### src/poker_macros.svh
`ifndef POKER_MACROS_SVH
`define POKER_MACROS_SVH

// width of every chip quantity, arithmetic wraps at this width
`define POKER_CHIP_W 7

// each stack after reset
`define POKER_START_STACK 49

// fixed raise increment above the current bet
`define POKER_RAISE_STEP 5

// segment pattern width, bit 0 is segment a
`define POKER_SEG_W 7

`endif

### src/poker_disp_pkg.sv
`default_nettype none

`include "poker_macros.svh"

package poker_disp_pkg;

    typedef logic [3:0] digit_t;

    typedef logic [`POKER_SEG_W-1:0] seg_t;   // bit 0 is segment a

    typedef struct packed {
        seg_t pot_seg_tens;
        seg_t pot_seg_units;
        seg_t one_seg_tens;
        seg_t one_seg_units;
        seg_t two_seg_tens;
        seg_t two_seg_units;
    } chip_disp_t;

endpackage

`default_nettype wire

### src/poker_game_pkg.sv
`default_nettype none

`include "poker_macros.svh"

package poker_game_pkg;

    typedef logic [`POKER_CHIP_W-1:0] chip_t;

    typedef enum logic [0:0] {
        game_playing,
        game_cashout
    } game_state_e;

    typedef enum logic [1:0] {
        street_preflop,
        street_flop,
        street_turn,
        street_river
    } street_e;

    typedef enum logic [1:0] {
        act_none,
        act_fold,
        act_call,       // check when no bet is open
        act_raise
    } action_e;

    typedef enum logic [0:0] {
        player_one,
        player_two
    } player_e;

    typedef enum logic [2:0] {
        ledger_idle,
        ledger_fold,
        ledger_call,
        ledger_raise,
        ledger_close_street,
        ledger_showdown,
        ledger_call_showdown
    } ledger_op_e;

    typedef struct packed {
        ledger_op_e op;
        player_e    actor;
    } ledger_cmd_t;

    typedef struct packed {
        game_state_e state;
        street_e     street;
        player_e     turn;
    } table_status_t;

endpackage

`default_nettype wire

### src/chip_display.sv
`timescale 1ns/100ps
`default_nettype none

module chip_display import poker_game_pkg::*, poker_disp_pkg::*; (
    input  chip_t      pot,
    input  chip_t      stack_one,
    input  chip_t      stack_two,
    output chip_disp_t disp
);

    digit_t pot_tens;
    digit_t pot_units;
    digit_t one_tens;
    digit_t one_units;
    digit_t two_tens;
    digit_t two_units;

    // tens can reach 12, the encoder blanks anything above nine
    function automatic digit_t tens_of(chip_t v);
        return digit_t'(v / chip_t'(10));
    endfunction

    function automatic digit_t units_of(chip_t v);
        return digit_t'(v % chip_t'(10));
    endfunction

    assign pot_tens  = tens_of(pot);
    assign pot_units = units_of(pot);
    assign one_tens  = tens_of(stack_one);
    assign one_units = units_of(stack_one);
    assign two_tens  = tens_of(stack_two);
    assign two_units = units_of(stack_two);

    // pot display is common cathode
    seg_encoder #(.ACTIVE_LOW(1'b0)) u_pot_tens  (.digit(pot_tens),  .seg(disp.pot_seg_tens));
    seg_encoder #(.ACTIVE_LOW(1'b0)) u_pot_units (.digit(pot_units), .seg(disp.pot_seg_units));

    seg_encoder #(.ACTIVE_LOW(1'b1)) u_one_tens  (.digit(one_tens),  .seg(disp.one_seg_tens));
    seg_encoder #(.ACTIVE_LOW(1'b1)) u_one_units (.digit(one_units), .seg(disp.one_seg_units));
    seg_encoder #(.ACTIVE_LOW(1'b1)) u_two_tens  (.digit(two_tens),  .seg(disp.two_seg_tens));
    seg_encoder #(.ACTIVE_LOW(1'b1)) u_two_units (.digit(two_units), .seg(disp.two_seg_units));

endmodule

`default_nettype wire

### src/chip_ledger.sv
`timescale 1ns/100ps
`default_nettype none

`include "poker_macros.svh"

module chip_ledger import poker_game_pkg::*; (
    input  logic        clk,
    input  logic        call_p,
    input  ledger_cmd_t cmd,
    output logic        bet_open,
    output chip_t       stack_one,
    output chip_t       stack_two,
    output chip_t       pot
);

    localparam chip_t raise_step  = chip_t'(`POKER_RAISE_STEP);
    localparam chip_t start_stack = chip_t'(`POKER_START_STACK);

    chip_t bet_q;
    chip_t stake_one_q;
    chip_t stake_two_q;

    chip_t stack_one_d;
    chip_t stack_two_d;
    chip_t pot_d;
    chip_t bet_d;
    chip_t stake_one_d;
    chip_t stake_two_d;
    chip_t stake_actor;
    chip_t owed;
    chip_t pay;

    assign stake_actor = (cmd.actor == player_one) ? stake_one_q : stake_two_q;
    assign owed        = bet_q - stake_actor;

    always_comb begin
        stack_one_d = stack_one;
        stack_two_d = stack_two;
        bet_d       = bet_q;
        stake_one_d = stake_one_q;
        stake_two_d = stake_two_q;

        case (cmd.op)
            ledger_raise:                      pay = owed + raise_step;
            ledger_call, ledger_call_showdown: pay = owed;
            default:                           pay = '0;
        endcase

        // actor pays into the pot first
        if (cmd.actor == player_one) begin
            stack_one_d = stack_one - pay;
        end else begin
            stack_two_d = stack_two - pay;
        end
        pot_d = pot + pay;

        case (cmd.op)
            ledger_raise: begin
                bet_d = bet_q + raise_step;
                if (cmd.actor == player_one) begin
                    stake_one_d = bet_q + raise_step;
                end else begin
                    stake_two_d = bet_q + raise_step;
                end
            end
            ledger_call, ledger_close_street: begin
                bet_d       = '0;
                stake_one_d = '0;
                stake_two_d = '0;
            end
            ledger_fold: begin
                if (cmd.actor == player_one) begin
                    stack_two_d = stack_two + pot_d;
                end else begin
                    stack_one_d = stack_one + pot_d;
                end
                pot_d       = '0;
                bet_d       = '0;
                stake_one_d = '0;
                stake_two_d = '0;
            end
            ledger_showdown, ledger_call_showdown: begin
                stack_one_d = stack_one_d + pot_d;   // no card logic, player one wins
                pot_d       = '0;
                bet_d       = '0;
                stake_one_d = '0;
                stake_two_d = '0;
            end
            default: begin
            end
        endcase
    end

    always_ff @(posedge clk or posedge call_p) begin
        if (call_p) begin
            stack_one   <= start_stack;
            stack_two   <= start_stack;
            pot         <= '0;
            bet_q       <= '0;
            stake_one_q <= '0;
            stake_two_q <= '0;
        end else begin
            stack_one   <= stack_one_d;
            stack_two   <= stack_two_d;
            pot         <= pot_d;
            bet_q       <= bet_d;
            stake_one_q <= stake_one_d;
            stake_two_q <= stake_two_d;
        end
    end

    assign bet_open = (bet_q != '0);

endmodule

`default_nettype wire

### src/poker_table_top.sv
`timescale 1ns/100ps
`default_nettype none

module poker_table_top import poker_game_pkg::*, poker_disp_pkg::*; (
    input  logic          clk,
    input  logic          call_p,
    input  action_e       action,
    input  logic          cashout,
    output table_status_t status,
    output chip_t         stack_one,
    output chip_t         stack_two,
    output chip_t         pot,
    output chip_disp_t    disp
);

    ledger_cmd_t cmd;        // combinational, applied at the sampling edge
    logic        bet_open;

    table_ctrl u_table_ctrl (
        .clk      (clk),
        .call_p   (call_p),
        .action   (action),
        .cashout  (cashout),
        .bet_open (bet_open),
        .cmd      (cmd),
        .status   (status)
    );

    chip_ledger u_chip_ledger (
        .clk       (clk),
        .call_p    (call_p),
        .cmd       (cmd),
        .bet_open  (bet_open),
        .stack_one (stack_one),
        .stack_two (stack_two),
        .pot       (pot)
    );

    chip_display u_chip_display (
        .pot       (pot),
        .stack_one (stack_one),
        .stack_two (stack_two),
        .disp      (disp)
    );

endmodule

`default_nettype wire

### src/seg_encoder.sv
`timescale 1ns/100ps
`default_nettype none

module seg_encoder import poker_disp_pkg::*; #(
    parameter bit ACTIVE_LOW = 1'b0
) (
    input  digit_t digit,
    output seg_t   seg
);

    seg_t pattern;   // active high, gfedcba

    always_comb begin
        case (digit)
            4'd0:    pattern = 7'h3f;
            4'd1:    pattern = 7'h06;
            4'd2:    pattern = 7'h5b;
            4'd3:    pattern = 7'h4f;
            4'd4:    pattern = 7'h66;
            4'd5:    pattern = 7'h6d;
            4'd6:    pattern = 7'h7d;
            4'd7:    pattern = 7'h07;
            4'd8:    pattern = 7'h7f;
            4'd9:    pattern = 7'h6f;
            default: pattern = '0;   // blank
        endcase
    end

    assign seg = ACTIVE_LOW ? ~pattern : pattern;

endmodule

`default_nettype wire

### src/table_ctrl.sv
`timescale 1ns/100ps
`default_nettype none

module table_ctrl import poker_game_pkg::*; (
    input  logic          clk,
    input  logic          call_p,
    input  action_e       action,
    input  logic          cashout,
    input  logic          bet_open,
    output ledger_cmd_t   cmd,
    output table_status_t status
);

    game_state_e state_q;
    game_state_e state_d;
    street_e     street_q;
    street_e     street_d;
    player_e     turn_q;
    player_e     turn_d;
    player_e     first_q;       // opens every street of this hand
    player_e     first_d;
    logic        close_street;
    logic        end_hand;
    logic        on_river;

    function automatic player_e other_player(player_e p);
        return (p == player_one) ? player_two : player_one;
    endfunction

    assign on_river = (street_q == street_river);

    always_comb begin
        state_d      = state_q;
        street_d     = street_q;
        turn_d       = turn_q;
        first_d      = first_q;
        close_street = 1'b0;
        end_hand     = 1'b0;
        cmd.op       = ledger_idle;
        cmd.actor    = turn_q;

        case (state_q)
            game_playing: begin
                if (cashout && street_q == street_preflop) begin
                    state_d = game_cashout;   // only between hands
                end
                case (action)
                    act_fold: begin
                        cmd.op   = ledger_fold;
                        end_hand = 1'b1;
                    end
                    act_raise: begin
                        cmd.op = ledger_raise;
                        turn_d = other_player(turn_q);
                    end
                    act_call: begin
                        if (bet_open) begin
                            cmd.op       = on_river ? ledger_call_showdown : ledger_call;
                            close_street = 1'b1;
                        end else if (turn_q == first_q) begin
                            turn_d = other_player(turn_q);   // opener checks
                        end else begin
                            cmd.op       = on_river ? ledger_showdown : ledger_close_street;
                            close_street = 1'b1;
                        end
                    end
                    default: begin
                    end
                endcase
            end
            game_cashout: begin
                if (!cashout) begin
                    state_d = game_playing;
                end
            end
        endcase

        if (close_street) begin
            if (on_river) begin
                end_hand = 1'b1;
            end else begin
                street_d = street_e'(street_q + 2'd1);
                turn_d   = first_q;
            end
        end

        // next hand is opened by the other player
        if (end_hand) begin
            street_d = street_preflop;
            first_d  = other_player(first_q);
            turn_d   = other_player(first_q);
        end
    end

    always_ff @(posedge clk or posedge call_p) begin
        if (call_p) begin
            state_q  <= game_playing;
            street_q <= street_preflop;
            turn_q   <= player_one;
            first_q  <= player_one;
        end else begin
            state_q  <= state_d;
            street_q <= street_d;
            turn_q   <= turn_d;
            first_q  <= first_d;
        end
    end

    assign status = '{state: state_q, street: street_q, turn: turn_q};

endmodule

`default_nettype wire

### config.mk
export PLATFORM = sky130hd
export DESIGN_NAME = poker_table_top
export DESIGN_NICKNAME = d
export VERILOG_FILES = /design/src/poker_disp_pkg.sv /design/src/poker_game_pkg.sv /design/src/chip_display.sv /design/src/chip_ledger.sv /design/src/poker_table_top.sv /design/src/seg_encoder.sv /design/src/table_ctrl.sv
export VERILOG_INCLUDE_DIRS = /design/src
export SDC_FILE = /design/constraint.sdc
export NUM_CORES = 1
export LEC_CHECK = 0
export ABC_AREA = 1
export BUFFER_PORTS_ARGS = -buffer_cell sky130_fd_sc_hd__buf_2
export CORE_MARGIN = 2
export CORE_UTILIZATION = 43
export DETAILED_ROUTE_END_ITERATION = 10
export GPL_TIMING_DRIVEN = 1
export PLACE_DENSITY = 0.63
export SLEW_MARGIN = 20
export SYNTH_ARGS = -nofsm -noshare
export SYNTH_HDL_FRONTEND = slang
export SYNTH_SLANG_ARGS = --single-unit
### constraint.sdc
create_clock -name clk -period 9.1 [get_ports clk]
set_input_delay 1.365 -clock clk [delete_from_list [all_inputs] [get_ports clk]]
set_output_delay 1.365 -clock clk [all_outputs]
set_load 0.01 [all_outputs]
* Yosys cells after proc, flatten, opt, wreduce, memory -nomap -nowiden
Memories as Yosys holds them, arrays and structs flattened.
Index checks and enable logic that the tools add are counted.
W data, S select, Z words.
** Storage, ports and cells
- Memories kept :: 6
- Bits in latches :: 0
- Bits of input ports :: 5
- Logic and storage cells :: 106
- RAM bits :: 0
- ROM bits :: 672
- Flip-flop bits (word level) :: 47
- Output and inout bits :: 67
** Cells by class
- Reductions and logical operators :: 12
- Multiply operators :: 0
- Order comparisons :: 0
- Shift-type cells :: 0
- Div/mod/pow operators :: 6
- Bitwise gates (word level) :: 5
- Add/subtract/negate cells :: 10
- Mux-type cells :: 43
- Equal/unequal tests :: 14
** Memories
- (name not given) :: words 16, width 7, read ports 1, clocked after Yosys merged registers in 0, wr ports 0, line seg_encoder.sv:14 : case (digit)
- (name not given) :: words 16, width 7, read ports 1, clocked after Yosys merged registers in 0, wr ports 0, line seg_encoder.sv:14
- (name not given) :: words 16, width 7, read ports 1, clocked after Yosys merged registers in 0, wr ports 0, line seg_encoder.sv:14
- (name not given) :: words 16, width 7, read ports 1, clocked after Yosys merged registers in 0, wr ports 0, line seg_encoder.sv:14
- (name not given) :: words 16, width 7, read ports 1, clocked after Yosys merged registers in 0, wr ports 0, line seg_encoder.sv:14
- (name not given) :: words 16, width 7, read ports 1, clocked after Yosys merged registers in 0, wr ports 0, line seg_encoder.sv:14
** Operators by type and width (count)
- $pmux W7 S2 :: 5
- $mux W7 :: 9
- $add A7 B7 Y7 :: 4
- $not A7 Y7 :: 4
- $div A7 B4 Y7 const B :: 3
- $mod A7 B4 Y7 const B :: 3
- $sub A7 B7 Y7 :: 3
- $mux W1 :: 19
- $add A7 B3 Y7 const B :: 2
- $mux W3 :: 4
- $eq A3 B3 Y1 const B :: 3
- $pmux W3 S3 :: 1
- $reduce_bool A7 Y1 :: 1
- $eq A2 B2 Y1 const B :: 3
- $eq A3 B2 Y1 const B :: 2
- $mux W2 :: 3
- $reduce_and A2 Y1 :: 3
- $reduce_or A5 Y1 :: 1
- $ne A2 B2 Y1 const B :: 2
- $pmux W1 S2 :: 2
- $reduce_bool A2 Y1 :: 2
- $reduce_or A2 Y1 :: 2
- $eq A3 B1 Y1 const B :: 1
- $reduce_or A3 Y1 :: 1
- other kinds (7) :: 7

* Longest topological paths before layout
Gate-level depths: netlist of run 1.
- Word-level depth :: 13
- Mapped depth :: 35
- Mapped depth without buffers :: 33

* Cells and area by module
From an unflattened synthesis of run 1, not the netlist that was laid out.
** Unflattened totals
- Cell total of the unflattened synthesis :: 1001
- Area, all modules :: 6397.4 um^2
** By module, submodules not included
- chip_ledger :: area an instance 3960.0 um^2, sequential area each 1058.5 um^2, times used 1, cells each 557
- chip_display :: area an instance 930.9 um^2, sequential area each 0.0 um^2, times used 1, cells each 182
- seg_encoder (u_chip_display.u_one_tens ...) :: area an instance 175.2 um^2, sequential area each 0.0 um^2, times used 4, cells each 32
- seg_encoder (u_chip_display.u_pot_tens ...) :: area an instance 210.2 um^2, sequential area each 0.0 um^2, times used 2, cells each 39
- table_ctrl :: area an instance 385.4 um^2, sequential area each 125.1 um^2, times used 1, cells each 56

* Worst setup path after synthesis of run 1
Ideal clock, no wire load.
- Path kind :: register to register
- Start point :: reg u_table_ctrl.turn_q
- End point :: reg u_chip_ledger.stack_two[6]
- Data arrival time :: 4.987 ns
- Stages on the path, launching flop included :: 30
- Period minus slack after synthesis :: 5.104 ns
- Required time :: 8.983 ns
- Setup slack :: 3.996 ns
- Cell sequence :: dfrtp_1 -> clkbuf_1 -> clkbuf_1 -> buf_1 -> nand2_1 -> o21ai_0 -> ha_1 -> inv_1 -> fa_1 -> ha_1 -> a22oi_1 -> inv_1 -> ha_1 -> nand3_1 -> and2_1 -> xor2_1 -> inv_1 -> ha_1 -> a21oi_1 -> and2_1 -> inv_1 -> a21oi_1 -> nor2_1 -> nor2_1 -> xor2_1 -> inv_1 -> nand2_1 -> nand2_1 -> o21ai_1 -> inv_1
** On the way
- Cells in the longest elaborated chain, start to end :: 12
** RTL lines
- start: declaration :: line table_ctrl.sv:18 : player_e turn_q;
- start signal: assignment :: line table_ctrl.sv:99 : turn_q <= player_one;
- start signal: assignment :: line table_ctrl.sv:104 : turn_q <= turn_d;
- parallel branches: the longest is 11 deep, another holds $sub A7 B7 Y7
- $mux W7 * :: line chip_ledger.sv:57 : case (cmd.op)
- named net u_chip_ledger.stack_two_d[6] :: line chip_ledger.sv:24 : chip_t stack_two_d;
- end signal: assignment :: line chip_ledger.sv:97 : stack_two <= start_stack;
- end signal: assignment :: line chip_ledger.sv:104 : stack_two <= stack_two_d;
- end: declaration :: line chip_ledger.sv:12 : output chip_t stack_two,
Mark *: on every way through the listed nets, which the timed path passes.
A chain may end at the register's enable or synchronous reset.

* Worst setup path after layout of run 1
- Start point :: reg u_table_ctrl.turn_q
- End point :: reg u_chip_ledger.stack_one[6]
** On the way
- Cells in the longest elaborated chain, start to end :: 12
** RTL lines
- parallel branches: the longest is 11 deep, another holds $sub A7 B7 Y7
- $pmux W7 S2 * :: line chip_ledger.sv:57
- named net u_chip_ledger.stack_one_d[6] :: line chip_ledger.sv:23 : chip_t stack_one_d;
- end signal: assignment :: line chip_ledger.sv:96 : stack_one <= start_stack;
- end signal: assignment :: line chip_ledger.sv:103 : stack_one <= stack_one_d;
- end: declaration :: line chip_ledger.sv:11 : output chip_t stack_one,
Marked as above.

==> impl_metrics.toml, run 1 <==
[sta]
setup_total_negative_slack_ps = 0
worst_pin_slew_ps = 829
setup_viol = 0
rsz0062_at_grt = "false"
fmax_mhz = 192
slew_headroom = 0.447
hold_violations = 0
finalCritPeriodShare = 0.573
finClkSkew_ps = 9.39
final_max_slew_viol_count = 0
min_period_ps = 5210
hold_slack_ps = 507

[die]
chipWidth_um = 126
core_mm2 = 0.0146
start_util = 0.441
fp-row-count = 44
dieArea_mm2 = 0.0159
dieHeight_um = 126
io_pins = 72

[clock_network]
cts_max_level = 2
clk_pin_slew_worst_paths_ps = 70
cts_tree = "yes"
clk_path_buf_depth = 2
post_cts_buffers = 0
cts.repair.resized = 0
cts_sinks = 47
holdBufCountCts = 0
insertion_delay_ps = 290
cts_buffers = 5
root_buffer = "clkbuf_16"

[synth]
ys_warn_count = 0
synth-async-reset-ratio = 1.00
yosys_register_bits = 47
syn_area_mm2 = 0.00643
yosysSeqAreaShare = 0.184
syn-mean-instance-area_um2 = 6.80
synth_edf_count = 0
synthDistinctLibCells = 49
syn_nets = 1039
synthFlopType = "dfrtp_1"
synthCells = 945

[drt]
drc = 0
ant_nets = 0
drt_iter0_markers = 360
routed_wl_um = 15000
first_pass_iters = 5
vias = 6067
wl_per_cell_um = 12.5
viasPerCell = 5.06

[setup_path]
crit_arrival_ps = 5400
cp_slowest_stage_delay_ps = 590
path_buf_inv = 6
crit_family = "adder cells"
path_class = "flip-flop to flip-flop"
cp-start-kind = "flip-flop"
cp-end-kind = "flip-flop"
cp.required_ps = 9290
cp_max_fo = 41
cpMaxStageDelayCell = "a22oi_1"

[finish]
design_area_mm2 = 0.00714
final_common_cell = "nand2_1"
final_nets = 1107
drive_gt1_frac = 0.189
final_cells = 1198
final_cell_mix = "nand2_1 (242), inv_1 (140), ha_1 (82)"
antennaDiodeCount = 0
syn_to_final_growth_pct = 11.0

[place]
place.gp.congestion = 0.856
dp_cells = 1190
io_buffers = 71
dpl.hpwl_um = 12000
place_area_mm2 = 0.00696

[global_route]
antenna_found_initial = 0
grt_pass1_wl_um = 26100
grtUsageTotal = 0.193
grt_pass1_vias = 5661
grt_max_degree = 48
gr-total-overflow = 0

[flow_run]
drv_cap = 0

[outcome]
status = "complete, no violations"

[worst_hold_path]
hold_path_class = "flip-flop to flip-flop"
registers in the layout (all words and copies together) (netlist names):
register                   cells
u_chip_ledger.stake_one_q      7
u_table_ctrl.street_q          2
u_table_ctrl.first_q           1
u_chip_ledger.bet_q            7
u_chip_ledger.stack_one        7
u_table_ctrl.turn_q            1
u_table_ctrl.state_q           1
u_chip_ledger.stake_two_q      7
u_chip_ledger.stack_two        7
u_chip_ledger.pot              7
per-stage QoR:
stage	util	setup slack (ps)
2_1_floorplan	-	4000
3_3_place_gp	0.477	4000
3_5_place_dp	0.477	3880
4_1_cts	0.489	3920
5_1_grt	0.489	3410
6_report	0.489	3890
layout make-up:
| cell class | instances | area (um^2) |
|---|---|---|
| flip-flops and latches | 47 | 1180 |
| inverters | 160 | 604 |
| multi-input cells | 726 | 4580 |
| repair buffers | 73 | 370 |
| clock buffers | 5 | 125 |
| well taps | 184 | 230 |
| fillers | 1504 | 7450 |
| clock inverters | 3 | 46.3 |
logic make-up (layout without fill, tap and decap cells):
family	after synthesis	in the layout	synth area share
DFF	47	47	0.184
buffers and inverters	172	241	0.104
muxes	1	1	0.00175
AOI/OAI and AO/OA	144	144	0.133
adders and majority gates	89	89	0.181
and+or+nand+nor	471	471	0.367
xor gates and xnor gates	21	21	0.0286
synth_stat cells, types with 2 or more instances:
master    instances  area [um^2]
a31oi_1           5         31.3
dfstp_2           6          158
nand3_2          10          100
nand4_4           2         42.5
a21oi_1          44          220
nand3b_1          8         60.1
nor2_1           47          176
o21ai_2           5         43.8
xor2_1           14          123
a22oi_1           5         37.5
o21a_1            5         37.5
inv_1           141          529
or2_2            11         68.8
o21bai_1          4         30.0
ha_1             82         1030
clkbuf_1          7         26.3
nand2_2          27          169
nand3_4           5         87.6
inv_2            17         63.8
o21ai_0          51          255
nand4_1          13         81.3
o21ai_4           2         32.5
o21ai_1           6         30.0
fa_1              7          140
dfrtp_1          41         1030
nand3_1          77          385
nand2_1         242          908
o22ai_1           8         50.1
nor3_1            4         20.0
nand4_2           2         25.0
buf_6             2         22.5
xnor2_1           7         61.3
buf_4             2         15.0
o221ai_1          2         17.5
and2_1            4         25.0
nand2_4          17          191
routing by layer:
layer  vias to the layer above  track usage  share of wire
met1                      2747        0.261           0.48
met4                         0       0.0304         0.0074
li1                       3203            -              -
met5                         -            0              0
met2                       106        0.341           0.48
met3                        11       0.0170          0.034
worst reg2reg max path: cells and delay by family, from the launching register on:
family	cells	cell delay (ps)
xor+xnor	2	480
buf+inv	6	940
compound gates	5	1190
flops	1	330
fa+ha+maj	5	1610
simple gates	8	570
final timing paths:
path / start / to / slack, ps / cells after the start
setup / recovery: u_table_ctrl.turn_q$_DFF_PP0_ / u_chip_ledger.stack_one[6]$_DFF_PP0_ / 3890 / 26
hold / removal: u_chip_ledger.stake_one_q[4]$_DFFE_PP0P_ / u_chip_ledger.stake_one_q[4]$_DFFE_PP0P_ / 510 / 1
setup reg to reg: u_table_ctrl.turn_q$_DFF_PP0_ / u_chip_ledger.stack_one[6]$_DFF_PP0_ / 3890 / 26
hold reg to reg: u_chip_ledger.stake_one_q[4]$_DFFE_PP0P_ / u_chip_ledger.stake_one_q[4]$_DFFE_PP0P_ / 510 / 1
max in group asynchronous: call_p / u_chip_ledger.pot[2]$_DFF_PP0_ / 7390 / 2
min in group asynchronous: call_p / u_table_ctrl.street_q[1]$_DFFE_PP0P_ / 1200 / 2
Power of run 1 is left out: the tool's default activity adds up to more than one toggle a clock period on the data nets, which glitch-free logic cannot reach.
==> inputs of run 2 (changes only) <==
- ABC_AREA: 1 -> 0
- PLACE_DENSITY: 0.63 -> 0.65
- clock period: 9.1 -> 4.4 ns (I/O delays scaled with it)
==> run 2 against run 1 <==
The flow now finishes with violations (setup timing). Register-to-register slack got worse by 4000 ps. Largest cell class unchanged. Final cell count decreased by 2.6%. Die area increased by 0.62%.
==> impl_metrics.toml, run 2 <==
[outcome]
status = "finished with violations"
violations = "setup timing"

[sta]
fmax_mhz = 221
finalCritPeriodShare = 1.03
setup_viol = 2
worst_slack_ps = -118
min_period_ps = 4520
slew_headroom = 0.427
hold_violations = 0
worst_pin_slew_ps = 859
hold_slack_ps = 492
setup_total_negative_slack_ps = -124
rsz0062_at_grt = "true"
finClkSkew_ps = 10.1
final_max_slew_viol_count = 0

[place]
place.gp.congestion = 0.883
dp_cells = 1117
dpl.hpwl_um = 12700
io_buffers = 71

[drt]
vias = 6410
wl_met1_um = 8490
routed_wl_um = 18000
drc = 0
met2_length_um = 8550
drt_iter0_markers = 330
wl_per_cell_um = 15.4
wl_met3_um = 717
top_layer = "met4"
ant_nets = 0
viasPerCell = 5.49
first_pass_iters = 5

[synth]
yosysMostFrequentCell = "ha_1"
yosysSeqAreaShare = 0.183
yosys-top-cells-area = "dfrtp_1 (16%), ha_1 (16%), a21oi_1 (6.0%)"
synth-async-reset-ratio = 1.00
yosys.area.top_type = "dfrtp_1"
synthTopCellsByCount = "ha_1 (82), a21oi_1 (78), nand2_1 (67), nor2_1 (59), o21ai_0 (59)"
syn_nets = 903
synthFlopType = "dfrtp_1"
synth_edf_count = 0
yosys_register_bits = 47
syn_area_mm2 = 0.00647
syn-mean-instance-area_um2 = 8.00
synthDistinctLibCells = 80
ys_warn_count = 0
synthCells = 809
synth_top_area_share = 0.159

[setup_path]
path_depth = 18
cp-end-kind = "flip-flop"
cp_slowest_stage_delay_ps = 460
cpMaxStageDelayCell = "fa_2"
crit_arrival_ps = 4700
crit_family = "adder cells"
cp_max_fo = 3
cp.required_ps = 4580
reg2reg_slack_ps = -120
path_class = "flip-flop to flip-flop"
path_buf_inv = 2
crit_chain = "mux2_4 > ha_4 > inv_2 > fa_2 > ha_4 > a22oi_2 > buf_4 > fa_2 > xor2_1 > mux2_2 > ha_1 > a21o_1 > a21oi_2 > o21bai_1 > a21oi_2 > xor2_1 > xnor3_1 > a221o_1"
cp-start-kind = "flip-flop"
r2r_cells = 18

[flow_run]
drv_cap = 0

[global_route]
antenna_found_initial = 0
grt_max_degree = 48
grt_pass1_vias = 5843
grt_pass1_wl_um = 28500
gr-total-overflow = 0
grtUsageTotal = 0.212

[finish]
final_cells = 1167
multi_input_area_mm2 = 0.00537
final_common_cell = "buf_4"
fillers = 1342
ff_latch_area_mm2 = 0.00119
final_nets = 1076
syn_to_final_growth_pct = 32.6
antennaDiodeCount = 0
fin_util = 0.586
final_cell_mix = "buf_4 (126), buf_2 (71), ha_1 (68)"
drive_gt1_frac = 0.335

[die]
start_util = 0.442
core_mm2 = 0.0146
fp-row-count = 44
dieArea_mm2 = 0.0160
chipWidth_um = 127
io_pins = 72
dieHeight_um = 127

[clock_network]
root_buffer = "clkbuf_16"
cts_sinks = 47
insertion_delay_ps = 290
cts_max_level = 2
cts_buffers = 5
cts_tree = "yes"
clk_path_buf_depth = 2
clk_pin_slew_worst_paths_ps = 70

[worst_hold_path]
hold_path_class = "flip-flop to flip-flop"
min_path_cells = 2
## run 2: timing repair
| item | 4_1_cts | 5_1_grt |
|---|---|---|
| hold buffers | 0 | 0 |
| buffers inserted | 10 | 32 |
| endpoints found under the setup margin | 17 | 40 |
| resized for setup | 16 | 70 |
| pin swaps | 12 | 36 |
## run 2: layout make-up
cell class | count | share of cell area
repair buffers | 207 | 0.167
well taps | 184 | 0.0268
inverters | 50 | 0.0220
clock buffers | 5 | 0.0146
multi-input cells | 671 | 0.626
clock inverters | 3 | 0.00540
flip-flops and latches | 47 | 0.138
## run 2: path summary, 6_finish.rpt
| path | startpoint | endpoint |
|---|---|---|
| max | u_table_ctrl.turn_q$_DFF_PP0_ | u_chip_ledger.stack_one[6]$_DFF_PP0_ |
| min in group asynchronous | call_p | u_chip_ledger.bet_q[2]$_DFFE_PP0P_ |
| min reg2reg | u_chip_ledger.stake_two_q[6]$_DFFE_PP0P_ | u_chip_ledger.stake_two_q[6]$_DFFE_PP0P_ |
| max reg2reg | u_table_ctrl.turn_q$_DFF_PP0_ | u_chip_ledger.stack_one[6]$_DFF_PP0_ |
| max in group asynchronous | call_p | u_chip_ledger.stack_two[3]$_DFF_PP0_ |
| min | u_chip_ledger.stake_two_q[6]$_DFFE_PP0P_ | u_chip_ledger.stake_two_q[6]$_DFFE_PP0P_ |
## run 2: kinds of logic (layout without fill, tap and decap cells)
| group | Yosys count | after routing | synth area share |
|---|---|---|---|
| flops | 47 | 47 | 0.183 |
| buf+inv | 91 | 265 | 0.0586 |
| simple gates | 213 | 213 | 0.162 |
| compound gates | 269 | 269 | 0.268 |
| xor+xnor | 72 | 72 | 0.101 |
| fa+ha+maj | 92 | 92 | 0.185 |
| mux | 25 | 25 | 0.0423 |
## run 2: per-layer routing
metal	vias to the layer above	GRT usage
li1	3217	-
met1	3043	0.302
met2	134	0.350
met3	16	0.0266
met4	0	0.0388
met5	-	0
## run 2: through the flow
stage / setup WS [ps] / area [um^2]
2_1_floorplan: -219 / 6600
3_3_place_gp: 2.51 / 7680
3_5_place_dp: -96.5 / 7680
4_1_cts: -61.0 / 7990
5_1_grt: -338 / 8580
6_report: -118 / 8580
## run 2: tightest hold or removal path, cell delays in order, from the launching register on
cell and delay (ps):
dfrtp_1 350, nand2_1 50, o21ai_0 60
Power of run 2 is left out for the same reason.
==> inputs of run 3 (changes only) <==
- CTS_CLUSTER_SIZE: unset -> 10
- TNS_END_PERCENT: unset -> 20
==> run 3 against run 2 <==
The flow still finishes with violations (setup timing). Hold slack worse by 4.7 ps. Routed wire length shrank 3.5%. Via count shrank 1.1%. Setup slack worse by 46 ps. Final cell count down 0.51%. Clock skew decreased by 5.3 ps. Non-clock buffer count shrank 6.
==> impl_metrics.toml, run 3 (synthesized netlist as in run 2, its figures left out) <==
[die]
dieArea_mm2 = 0.0160
io_pins = 72
start_util = 0.442
chipWidth_um = 127
fp-row-count = 44
core_mm2 = 0.0146
dieHeight_um = 127

[sta]
rsz0062_at_grt = "true"
worst_pin_slew_ps = 877
final_max_slew_viol_count = 0
setup_viol = 2
fmax_mhz = 219
slew_headroom = 0.415
finClkSkew_ps = 4.77
hold_violations = 0
worst_slack_ps = -164
min_period_ps = 4560
finalCritPeriodShare = 1.04

[setup_path]
cp-end-kind = "flip-flop"
r2r_cells = 17
crit_arrival_ps = 4750
cpMaxStageDelayCell = "fa_2"
cp_slowest_stage_delay_ps = 590
r2r_end = "u_chip_ledger.stack_one[6]$_DFF_PP0_"
reg2reg_slack_ps = -160
cp-start-kind = "flip-flop"
crit_chain = "mux2_4 > ha_4 > inv_2 > fa_2 > ha_4 > a22oi_2 > buf_4 > fa_2 > inv_4 > fa_2 > a21o_1 > a21oi_2 > o21bai_1 > a21oi_2 > xor2_1 > xnor3_1 > a221o_1"
cp_max_fo = 5
r2r-start = "u_table_ctrl.turn_q$_DFF_PP0_"
cp.required_ps = 4580
path_class = "flip-flop to flip-flop"
cp_common_cell = "fa_2"

[global_route]
grt_pass1_wl_um = 28800
grt_pass1_vias = 5928
grtUsageTotal = 0.213
gr-total-overflow = 0
antenna_found_initial = 0
grt_max_degree = 48

[drt]
vias = 6340
wl_per_cell_um = 14.9
routed_wl_um = 17300
drc = 0
drt_iter0_markers = 342
viasPerCell = 5.46
first_pass_iters = 7
ant_nets = 0

[finish]
final_common_cell = "buf_4"
drive_gt1_frac = 0.315
final_cells = 1161
final_nets = 1070
fillers = 1332
multi_input_area_mm2 = 0.00528
syn_to_final_growth_pct = 29.7
design_area_mm2 = 0.00839
antennaDiodeCount = 0
final_cell_mix = "buf_4 (125), ha_1 (73), buf_2 (71)"
ff_latch_area_mm2 = 0.00119

[outcome]
violations = "setup timing"
status = "finished with violations"

[clock_network]
clk_pin_slew_worst_paths_ps = 80
cts_max_level = 2
cts_sinks = 47
cts_buffers = 5
clk_path_buf_depth = 2
cts_tree = "yes"
insertion_delay_ps = 300
holdBufCountCts = 0
root_buffer = "clkbuf_16"

[place]
pre_cts_ws_ps = -204
io_buffers = 71
place.gp.congestion = 0.870
dpl.hpwl_um = 12900
dp_cells = 1125
place_area_mm2 = 0.00773

[worst_hold_path]
hp-start = "u_chip_ledger.stake_two_q[0]$_DFFE_PP0P_"
hold_path_class = "flip-flop to flip-flop"
worstHoldEndpoint = "u_chip_ledger.stake_two_q[0]$_DFFE_PP0P_"
min_path_cells = 2

[flow_run]
drv_cap = 0
==> run 3: cell count changes in the layout (fill, tap and decap cells not counted), sizes merged <==
| cell | previous run | this run |
|---|---|---|
| inv | 49 | 51 |
| clkinvlp | 1 | 0 |
| buf | 207 | 201 |
| bufinv | 1 | 0 |
==> run 3: area by class of cell <==
cell class | count | share of cell area
Multi-Input combinational cell | 671 | 0.629
Timing Repair Buffer | 201 | 0.161
Sequential cell | 47 | 0.141
Tap cell | 184 | 0.0274
Inverter | 50 | 0.0228
Clock buffer | 5 | 0.0149
Clock inverter | 3 | 0.00343
==> run 3: per-layer routing <==
layer  vias up  GRT usage  wire length [um]
li1       3215          -                 -
met1      2965      0.296              8220
met2       139      0.353              8150
met3        21     0.0329               731
met4         0     0.0452               236
met5         -          0                 0
==> run 3: worst max-delay path by stage <==
stage,start,to,slack (ps)
finish,u_table_ctrl.turn_q$_DFF_PP0_,u_chip_ledger.stack_one[6]$_DFF_PP0_,-160
global route,u_table_ctrl.turn_q$_DFF_PP0_,u_chip_ledger.stack_one[6]$_DFF_PP0_,-340
CTS,u_table_ctrl.turn_q$_DFF_PP0_,u_chip_ledger.stack_one[6]$_DFF_PP0_,-80
detailed placement,u_table_ctrl.turn_q$_DFF_PP0_,u_chip_ledger.stack_one[6]$_DFF_PP0_,-200
global placement,u_table_ctrl.turn_q$_DFF_PP0_,u_chip_ledger.stack_one[6]$_DFF_PP0_,-60
floorplan,u_table_ctrl.turn_q$_DFF_PP0_,u_chip_ledger.stack_one[6]$_DFF_PP0_,-220
==> run 3: what timing repair did <==
action,in CTS,in global routing
pin swaps,8,27
setup endpoints to repair,24,36
gates resized for setup,20,50
setup buffers,10,18
==> run 3: worst max-delay path, delay by kind of cell, from the launching register on <==
| family | cells | cell delay, ps |
|---|---|---|
| AO/OA/AOI/OAI | 6 | 1040 |
| adder cells (fa/ha/maj) | 5 | 1900 |
| XOR/XNOR | 2 | 470 |
| buffers and inverters | 3 | 330 |
| flip-flops | 1 | 400 |
| multiplexers | 1 | 320 |
==> run 3: per-stage QoR <==
step / hold WS [ps] / TNS (ps) / util
after floorplan: 450 / -260 / -
after global placement: 467 / -70.2 / 0.528
after detailed placement: 475 / -406 / 0.528
after CTS: 491 / -117 / 0.548
after global routing: 526 / -1330 / 0.573
final: 487 / -166 / 0.573
Power of run 3 is left out for the same reason.
